--- src/logic/snd_pkg.sv ---
package snd_pkg;

    // game sample as delivered by the core
    // two's complement or offset binary, depending on the control bit
    typedef logic [15:0] snd_sample_t;

    // modulator code: zero msb, adjusted sample, three zero lsbs
    typedef logic [19:0] snd_code_t;

    // enable divider, one pulse every div + 1 cycles
    typedef logic [7:0] snd_div_t;

    // apb byte address and data word
    typedef logic [3:0]  apb_addr_t;
    typedef logic [31:0] apb_data_t;

    // register map
    localparam apb_addr_t SND_CTRL_ADDR = 4'h0;
    localparam apb_addr_t SND_DIV_ADDR  = 4'h4;

    // control register bit positions
    localparam int CTRL_ENABLE_BIT = 0;
    localparam int CTRL_SIGNED_BIT = 1;
    localparam int CTRL_STEREO_BIT = 2;
    localparam int CTRL_MUTE_BIT   = 3;

    // reset values
    // divider of 3 gives one enable every 4 clk_dac cycles
    localparam snd_div_t SND_DIV_RESET = 8'd3;

    // offset-binary midpoint, used while muted
    localparam snd_sample_t SND_MUTE_SAMPLE = 16'h8000;

endpackage

--- src/logic/snd_cfg_regs.sv ---
module snd_cfg_regs import snd_pkg::*; (
    input  logic      clk_dac,
    input  logic      rst,
    // apb slave
    input  logic      psel_i,
    input  logic      penable_i,
    input  logic      pwrite_i,
    input  apb_addr_t paddr_i,
    input  apb_data_t pwdata_i,
    output apb_data_t prdata_o,
    output logic      pready_o,
    output logic      pslverr_o,
    // control to the audio path
    output logic      ctrl_enable_o,
    output logic      ctrl_signed_o,
    output logic      ctrl_stereo_o,
    output logic      ctrl_mute_o,
    output snd_div_t  cen_div_o
);

    logic     access;
    logic     hit_ctrl;
    logic     hit_div;
    logic     addr_ok;
    logic     wr_ctrl;
    logic     wr_div;

    logic     enable_q;
    logic     signed_q;
    logic     stereo_q;
    logic     mute_q;
    snd_div_t div_q;

    // access phase, no wait states
    assign access   = psel_i & penable_i;
    assign hit_ctrl = (paddr_i == SND_CTRL_ADDR);
    assign hit_div  = (paddr_i == SND_DIV_ADDR);
    assign addr_ok  = hit_ctrl | hit_div;

    assign wr_ctrl  = access & pwrite_i & hit_ctrl;
    assign wr_div   = access & pwrite_i & hit_div;

    assign pready_o  = access;
    assign pslverr_o = access & ~addr_ok;

    // control register
    always_ff @(posedge clk_dac or posedge rst) begin
        if (rst) begin
            enable_q <= 1'b0;
            signed_q <= 1'b0;
            stereo_q <= 1'b0;
            mute_q   <= 1'b0;
        end else if (wr_ctrl) begin
            enable_q <= pwdata_i[CTRL_ENABLE_BIT];
            signed_q <= pwdata_i[CTRL_SIGNED_BIT];
            stereo_q <= pwdata_i[CTRL_STEREO_BIT];
            mute_q   <= pwdata_i[CTRL_MUTE_BIT];
        end
    end

    // divider register
    always_ff @(posedge clk_dac or posedge rst) begin
        if (rst) begin
            div_q <= SND_DIV_RESET;
        end else if (wr_div) begin
            div_q <= pwdata_i[$bits(snd_div_t)-1:0];
        end
    end

    // read mux, unused bits and bad addresses give zero
    always_comb begin
        prdata_o = '0;
        if (hit_ctrl) begin
            prdata_o[CTRL_ENABLE_BIT] = enable_q;
            prdata_o[CTRL_SIGNED_BIT] = signed_q;
            prdata_o[CTRL_STEREO_BIT] = stereo_q;
            prdata_o[CTRL_MUTE_BIT]   = mute_q;
        end else if (hit_div) begin
            prdata_o[$bits(snd_div_t)-1:0] = div_q;
        end
    end

    assign ctrl_enable_o = enable_q;
    assign ctrl_signed_o = signed_q;
    assign ctrl_stereo_o = stereo_q;
    assign ctrl_mute_o   = mute_q;
    assign cen_div_o     = div_q;

endmodule

--- src/logic/snd_cen_gen.sv ---
module snd_cen_gen import snd_pkg::*; (
    input  logic     clk_dac,
    input  logic     rst,
    input  logic     enable_i,
    input  snd_div_t div_i,
    output logic     cen_o
);

    snd_div_t cnt;

    // down-counter, reload from div_i on zero
    // period is div_i + 1 cycles, div_i of 0 means every cycle
    always_ff @(posedge clk_dac or posedge rst) begin
        if (rst) begin
            cnt   <= '0;
            cen_o <= 1'b0;
        end else if (!enable_i) begin
            // stopped, restart from zero when enabled again
            cnt   <= '0;
            cen_o <= 1'b0;
        end else if (cnt == '0) begin
            // new divider is picked up here
            cnt   <= div_i;
            cen_o <= 1'b1;
        end else begin
            cnt   <= cnt - 1'b1;
            cen_o <= 1'b0;
        end
    end

endmodule

--- src/logic/snd_pcm_format.sv ---
module snd_pcm_format import snd_pkg::*; (
    input  logic        clk_dac,
    input  logic        rst,
    input  logic        cen_i,
    input  logic        signed_i,
    input  logic        stereo_i,
    input  logic        mute_i,
    input  snd_sample_t snd_left_i,
    input  snd_sample_t snd_right_i,
    output snd_code_t   code_left_o,
    output snd_code_t   code_right_o
);

    snd_sample_t src_left;
    snd_sample_t src_right;
    snd_sample_t held_left;
    snd_sample_t held_right;

    // two's complement to offset binary by flipping the sign bit
    function automatic snd_sample_t sign_adj(input snd_sample_t s, input logic sgn);
        return {s[15] ^ sgn, s[14:0]};
    endfunction

    // headroom bit on top, three zero bits below
    function automatic snd_code_t pad_code(input snd_sample_t s);
        return {1'b0, s, 3'b000};
    endfunction

    // mono copies left into right, mute overrides both
    assign src_left  = mute_i ? SND_MUTE_SAMPLE : snd_left_i;
    assign src_right = mute_i ? SND_MUTE_SAMPLE : (stereo_i ? snd_right_i : snd_left_i);

    always_ff @(posedge clk_dac or posedge rst) begin
        if (rst) begin
            held_left  <= '0;
            held_right <= '0;
        end else if (cen_i) begin
            held_left  <= sign_adj(src_left, signed_i);
            held_right <= sign_adj(src_right, signed_i);
        end
    end

    assign code_left_o  = pad_code(held_left);
    assign code_right_o = pad_code(held_right);

endmodule

--- src/logic/snd_sd_dac.sv ---
module snd_sd_dac import snd_pkg::*; (
    input  logic      clk_dac,
    input  logic      rst,
    input  logic      enable_i,
    input  logic      cen_i,
    input  snd_code_t code_i,
    output logic      dac_o
);

    // first-order sigma-delta
    // the carry out of the accumulator is the 1-bit output,
    // so the density of ones is code_i / 2^20
    snd_code_t                  acc;
    logic [$bits(snd_code_t):0] sum;
    logic                       carry;
    snd_code_t                  acc_next;

    // one extra bit for the carry
    assign sum      = {1'b0, acc} + {1'b0, code_i};
    assign carry    = sum[$bits(snd_code_t)];
    assign acc_next = sum[$bits(snd_code_t)-1:0];

    always_ff @(posedge clk_dac or posedge rst) begin
        if (rst) begin
            acc   <= '0;
            dac_o <= 1'b0;
        end else if (!enable_i) begin
            // disabled, output silent and error cleared
            acc   <= '0;
            dac_o <= 1'b0;
        end else if (cen_i) begin
            acc   <= acc_next;
            dac_o <= carry;
        end
    end

endmodule

--- src/logic/snd_out_top.sv ---
module snd_out_top import snd_pkg::*; (
    input  logic        clk_dac,
    input  logic        rst,
    // apb control port
    input  logic        psel_i,
    input  logic        penable_i,
    input  logic        pwrite_i,
    input  apb_addr_t   paddr_i,
    input  apb_data_t   pwdata_i,
    output apb_data_t   prdata_o,
    output logic        pready_o,
    output logic        pslverr_o,
    // game sound
    input  snd_sample_t snd_left_i,
    input  snd_sample_t snd_right_i,
    output logic        snd_pwm_left_o,
    output logic        snd_pwm_right_o
);

    logic      ctrl_enable;
    logic      ctrl_signed;
    logic      ctrl_stereo;
    logic      ctrl_mute;
    snd_div_t  cen_div;
    logic      cen_dac;
    snd_code_t code_left;
    snd_code_t code_right;

    snd_cfg_regs u_regs (
        .clk_dac       ( clk_dac     ),
        .rst           ( rst         ),
        .psel_i        ( psel_i      ),
        .penable_i     ( penable_i   ),
        .pwrite_i      ( pwrite_i    ),
        .paddr_i       ( paddr_i     ),
        .pwdata_i      ( pwdata_i    ),
        .prdata_o      ( prdata_o    ),
        .pready_o      ( pready_o    ),
        .pslverr_o     ( pslverr_o   ),
        .ctrl_enable_o ( ctrl_enable ),
        .ctrl_signed_o ( ctrl_signed ),
        .ctrl_stereo_o ( ctrl_stereo ),
        .ctrl_mute_o   ( ctrl_mute   ),
        .cen_div_o     ( cen_div     )
    );

    snd_cen_gen u_cen_gen (
        .clk_dac  ( clk_dac     ),
        .rst      ( rst         ),
        .enable_i ( ctrl_enable ),
        .div_i    ( cen_div     ),
        .cen_o    ( cen_dac     )
    );

    snd_pcm_format u_format (
        .clk_dac      ( clk_dac     ),
        .rst          ( rst         ),
        .cen_i        ( cen_dac     ),
        .signed_i     ( ctrl_signed ),
        .stereo_i     ( ctrl_stereo ),
        .mute_i       ( ctrl_mute   ),
        .snd_left_i   ( snd_left_i  ),
        .snd_right_i  ( snd_right_i ),
        .code_left_o  ( code_left   ),
        .code_right_o ( code_right  )
    );

    snd_sd_dac u_dac_left (
        .clk_dac  ( clk_dac        ),
        .rst      ( rst            ),
        .enable_i ( ctrl_enable    ),
        .cen_i    ( cen_dac        ),
        .code_i   ( code_left      ),
        .dac_o    ( snd_pwm_left_o )
    );

    snd_sd_dac u_dac_right (
        .clk_dac  ( clk_dac         ),
        .rst      ( rst             ),
        .enable_i ( ctrl_enable     ),
        .cen_i    ( cen_dac         ),
        .code_i   ( code_right      ),
        .dac_o    ( snd_pwm_right_o )
    );

endmodule

--- config.mk ---
export PLATFORM = sky130hd
export DESIGN_NAME = snd_out_top
export DESIGN_NICKNAME = d
export VERILOG_FILES = /design/src/logic/snd_pkg.sv /design/src/logic/snd_cfg_regs.sv /design/src/logic/snd_cen_gen.sv /design/src/logic/snd_pcm_format.sv /design/src/logic/snd_sd_dac.sv /design/src/logic/snd_out_top.sv
export SDC_FILE = /design/constraint.sdc
export NUM_CORES = 1
export LEC_CHECK = 0
export ABC_AREA = 1
export ABC_CLOCK_PERIOD_IN_PS = 3100
export BUFFER_PORTS_ARGS = -buffer_cell sky130_fd_sc_hd__clkbuf_2
export CORE_MARGIN = 8
export CORE_UTILIZATION = 51
export DETAILED_ROUTE_END_ITERATION = 10
export PLACE_DENSITY = 0.74
export REMOVE_ABC_BUFFERS = 1
export SLEW_MARGIN = 15
export SYNTH_ARGS = -nofsm -noshare
export SYNTH_HDL_FRONTEND = slang
export SYNTH_SLANG_ARGS = --single-unit
--- constraint.sdc ---
create_clock -name clk_dac -period 3.1 [get_ports clk_dac]
set_clock_uncertainty 0.2 [all_clocks]
set_input_delay 0.62 -clock clk_dac [delete_from_list [all_inputs] [get_ports clk_dac]]
set_output_delay 0.62 -clock clk_dac [all_outputs]
set_load 0.005 [all_outputs]
Yosys cells after proc, flatten, opt, wreduce, memory -nomap -nowiden
Cells that the tools add are included.
{"block": "word_totals", "register_bits": 95, "latchBits": 0, "ramBits": 0, "mem_bits_ro": 0, "out_inout_bits": 36, "elab_cells": 47, "mem_count": 0}
{"block": "classes", "add_sub_neg": 3, "n_mul": 0, "n_div": 0, "n_lt_le_gt_ge": 0, "eq_ne": 2, "n_shift": 0, "n_mux": 18, "n_bitwise": 9, "n_reduce_logical": 2}
{"cell": "$mux 20", "n": 4}
{"cell": "$mux 16", "n": 3}
{"cell": "$add 20x19->21", "n": 2}
{"cell": "$mux 8", "n": 3}
{"cell": "$logic_not 8->1", "n": 1}
{"cell": "$mux 4", "n": 2}
{"cell": "$sub 8x1->8 const B", "n": 1}
{"cell": "$mux 1", "n": 6}
{"cell": "$and 1x1->1", "n": 5}
{"cell": "$eq 4x3->1 const B", "n": 1}
{"cell": "$logic_not 4->1", "n": 1}
{"cell": "$ne 2x1->1 const B", "n": 1}
{"cell": "$xor 1x1->1", "n": 2}
{"cell": "$not 1->1", "n": 1}
{"cell": "$or 1x1->1", "n": 1}

Logic depth before layout (Yosys ltp)
{"block": "depth", "word_depth": 4, "mapped_depth": 13}

Modules after synthesis
From an unflattened synthesis, not the netlist that was laid out.
{"block": "hier_totals", "cells_unflattened": 976, "area_unflattened_um2": 6949.2}
{"module": "snd_sd_dac (u_dac_right)", "instances": 1, "cells_per_inst": 319, "area_each_um2": 2072.0}
{"module": "snd_sd_dac (u_dac_left)", "instances": 1, "cells_per_inst": 316, "area_each_um2": 2040.7}
{"module": "snd_pcm_format", "instances": 1, "cells_per_inst": 145, "area_each_um2": 1405.1}
{"module": "snd_cfg_regs", "instances": 1, "cells_per_inst": 115, "area_each_um2": 858.3}
{"module": "snd_cen_gen", "instances": 1, "cells_per_inst": 81, "area_each_um2": 573.0}

Worst setup path after synthesis
No wires, ideal clock.
{"block": "synth_timing", "kind": "input-to-output", "start": "input port paddr_i[1]", "end": "output port prdata_o[0]", "t_arrival_ns": 1.130, "required_time_ns": 2.280, "setup_slack_ns": 1.150, "path_stages": 5, "n_path_buf": 0, "cell_sequence": "nor2_1 > nand2_1 > nor2_1 > inv_1 > o21ai_0"}
{"block": "synth_via", "elab_chain_len": 3, "word_cells_on_any_way": 4}
{"element": "from (decl)", "line_no": "snd_out_top.sv:8", "rtl": "input apb_addr_t paddr_i,"}
{"element": "$eq 4x3->1", "line_no": "snd_cfg_regs.sv:37", "rtl": "assign hit_div = (paddr_i == SND_DIV_ADDR);"}
{"element": "$mux 8", "line_no": "snd_cfg_regs.sv:78", "rtl": "end else if (hit_div) begin"}
{"element": "$mux 4 (*)", "line_no": "snd_cfg_regs.sv:73", "rtl": "if (hit_ctrl) begin"}
{"element": "to (decl)", "line_no": "snd_out_top.sv:10", "rtl": "output apb_data_t prdata_o,"}
Mark *: on every way between the ends. The rest lies on a longest branch, timed or not.

Worst setup path after layout
{"block": "layout_timing", "start": "register u_regs.enable_q (netlist: u_regs.ctrl_enable_o)", "end": "output port prdata_o[0]"}
{"block": "layout_via", "elab_chain_len": 1}
{"element": "from (decl)", "line_no": "snd_cfg_regs.sv:28", "rtl": "logic enable_q;"}
{"element": "from (signal assigned)", "line_no": "snd_cfg_regs.sv:54", "rtl": "enable_q <= pwdata_i[CTRL_ENABLE_BIT];"}
{"element": "$mux 4", "line_no": "snd_cfg_regs.sv:73"}
Every way passes these cells.

==> flow_results.org <==
** Yosys
- The cell area that synthesis handed to floorplanning was 5850 sq um.
- Library cell occupying the most area in the post-synthesis netlist :: dfrtp_1
- For this run, the register share of the synthesized area comes to 38.1%.
- The most used flip-flop cell after synthesis is dfrtp_1.
- Share of the synthesized area in the top cell type :: 37.2%
- Among all cell types in the netlist, the one instantiated most often is nand2_1.
- Ranked by total cell area, the synthesized netlist is headed by dfrtp_1 (37%), nand2_1 (17%), inv_1 (7.3%).
- After synthesis, the most frequently instantiated cells are nand2_1 (264), inv_1 (114), dfrtp_1 (87), nor2_1 (55).
- In the synthesized netlist the async set-or-reset flop fraction comes to 100%.
- Synth Instances :: between 800 and 900
- Avg Synthesized Cell Area :: 7.16 sq um
- Counting flops and latches in the post-synthesis netlist gives 89.
- Counting flops with a built-in enable in the synthesized netlist gives 0.
- Yosys printed 0 warnings.
- The number of different library cells used by synthesis comes to 37.

** Drt
- In this run, the number of DRC markers left after iteration 0 of detailed routing was 242.
- Vias per Instance :: just over 5
- Count of vias placed by the detailed router :: 5187
- Number of remaining DRC errors :: 0
- In the final routed layout, each cell accounts on average for about 13 microns.
- Total Routed Length :: roughly 14000 microns
- Post-DRT Antenna Nets :: 0
- Pre-antenna DRT Iters :: 4

** Timing
- Derived from the worst setup path, the maximum achievable clock frequency is about 440 MHz.
- Setup violations remaining at the end of the flow were counted as 0.
- Worst slew pin tran :: between 600 and 700 ps
- The final number of max-transition violations is 0.
- Setup repair after global routing left no endpoint under its margin.
- Worst slew margin relative to its limit :: between 50 and 60%
- Minimum clock period :: 2280 ps
- Number of failing hold endpoints at the final stage :: 0
- In the post-route analysis, the smallest setup slack over all paths is around 820 ps.
- Fin crit share :: approximately three quarters

** Placement
- Final HPWL from detailed placement :: 10300 microns
- Routability-driven placement finished with a final weighted congestion of between 0.9 and 1.
- Prior to clock tree synthesis, the placed netlist has a worst setup slack of ~900 ps.
- Number of input and output port buffers inserted :: 60

** Layout
- Of the cells placed in the final design, the portion with a size suffix greater than 1 is a little under an eighth.
- Diode count :: 0
- After the last flow step, the layout net total stands at a little under 1000.
- Area growth, synth to finish :: 11.4%

** Global route
- Congestion Overflow GR :: 0
- Entering global routing, the biggest net connects 50 pins.
- Number of antenna violations at the first check in global routing :: 0
- The first global-routing pass estimated between 20000 and 25000 microns of wire.
- In the global route stage, overall resource usage came out at 18.9%.
- The number of global-route vias before repair came to ~4900.

** Power
- Pwr Density :: 630 nW/um^2
- IR analysis of the VDD net gives a maximum drop of around 0.4 mV.
- Post-layout total power :: just over 4 mW
- Leak Pwr :: 3.77 nW

** CTS
- TritonCTS created 9 clock buffers.
- Number of H-tree branching levels :: 3
- Clock-pin transition on the worst setup and hold timing paths :: roughly 60 ps
- Post-cts sizing count :: 0
- CTS root buffer :: clkbuf_16
- TritonCTS clock tree :: built
- Number of sinks driven by the clock tree :: just under 90
- Total setup buffers inserted after CTS :: 0
- Clock latency on the worst-skew pair, taken at its later pin, is around 340 ps.
- CTS Buffer Depth :: 2

** Floorplanning
- Horizontal extent of the die :: 123 microns
- Number of cell rows :: 39
- 109 I/O pins were placed.
- The floorplan step set the die height to approximately 120 microns.
- Starting utilization of the core area :: around 52%
- Die outline area :: 15100 sq um
- Placeable core region :: roughly 11000 sq um

** Worst hold path
- Worst Hold End :: u_cen_gen.cnt[0]
- Hold Path Depth :: 1
- Hold path startpoint :: u_cen_gen.cnt[0]
- In this run the worst hold path is classified as flop to flop.

** Critical path
- Startpoint type of the worst setup path :: flop
- The worst setup path is captured at an output pin.
- The worst setup path is of the flop to output pin kind.
- At the worst endpoint, the required time is 2280 ps.
- Crit Reg-Reg Startpoint :: u_format.held_right[0]
- For the worst flop-to-flop path, the logic depth is 13.
- Endpoint of the worst register-to-register path :: u_dac_right.acc[19]
- Along the worst path, the maximum fanout reaches 13.
- Reg2Reg Setup Slack :: 900 ps
- CP arrival :: 1460 ps

** Run status
- Outcome :: finished, final reports clean

** Flow run
- The tool flagged a number of max-cap violations equal to 0.
cells in the final DEF, fill, tap and decap left out, types with 5 or more instances in the layout:
master / count
a22o_1: 14
o21ai_0: 48
nor3_1: 6
dfrtp_1: 87
o21ai_1: 19
inv_1: 113
clkbuf_16: 9
ha_1: 34
nand2_1: 264
nor2_1: 55
buf_4: 7
nor2_2: 5
conb_1: 24
a21oi_1: 34
xor2_1: 6
clkbuf_2: 60
nand3_1: 48
nand3b_1: 10
kinds of logic (layout without fill, tap and decap cells):
group,Yosys count,count (layout),synth area share [%]
AO/OA/AOI/OAI,124,124,11.9
XOR/XNOR,9,9,1.35
adder cells (fa/ha/maj),36,36,7.96
buffers and inverters,159,203,12.4
flip-flops,89,89,38.1
other,1,24,0.0641
AND/OR/NAND/NOR,399,399,28.3
through the flow:
step	hold slack, ps	std cells	area, sq um	util, %	setup TNS [ps]
6_report	243	1027	6520	57.6	0
5_1_grt	272	1027	6520	57.6	0
4_1_cts	250	1027	6520	57.6	0
3_5_place_dp	242	1010	6210	54.8	0
3_3_place_gp	233	1010	6210	54.8	0
2_1_floorplan	217	799	5650	-	-2050
per-layer routing:
layer | vias to the layer above | GRT usage, % | part of all wire [%]
met5 | - | 0 | 0
li1 | 2683 | - | -
met3 | 14 | 3.65 | 4.5
met4 | 0 | 6.32 | 1.6
met2 | 108 | 29.1 | 43
met1 | 2382 | 26.2 | 50
critical path: stages, from the launching register on:
cell and delay (ps):
dfrtp_1 620, inv_1 160, o21ai_0 190, clkbuf_2 140
how the worst max path moves through the flow:
stage / from / end / slack [ps]
2_1_floorplan: rst / u_cen_gen.cen_o / -20
3_3_place_gp: paddr_i[1] / prdata_o[2] / 910
3_5_place_dp: paddr_i[1] / prdata_o[2] / 900
4_1_cts: u_regs.ctrl_enable_o / prdata_o[0] / 810
5_1_grt: u_format.held_right[0] / u_dac_right.acc[13] / 690
6_report: u_regs.ctrl_enable_o / prdata_o[0] / 820
area by class of cell:
cell class              count  area (sq um)
flip-flops and latches     89          2230
clock inverters             4          52.6
well taps                 143           179
multi-input cells         592          2980
clock buffers              12           246
inverters                 118           444
repair buffers             69           383
fillers                  1102          4800
registers in the layout, summed over array words and instances (netlist names), 8 cells and up:
name                 count
u_cen_gen.cnt            8
u_dac_left.acc          17
u_dac_right.acc         17
u_format.held_left      16
u_format.held_right     16
u_regs.cen_div_o         8
what timing repair did:
item,in CTS,in global routing
endpoints found under the hold margin,12,0
setup endpoints to repair,0,0
hold buffers,1,0
report_power, final:
part | switching, mW | internal (mW) | leakage (nW) | total [mW]
clock network | 0.455 | 0.647 | 0.135 | 1.10
registers | 0.196 | 1.42 | 1.16 | 1.61
logic | 0.862 | 0.529 | 2.47 | 1.39
(Power assumes the default switching activity.)
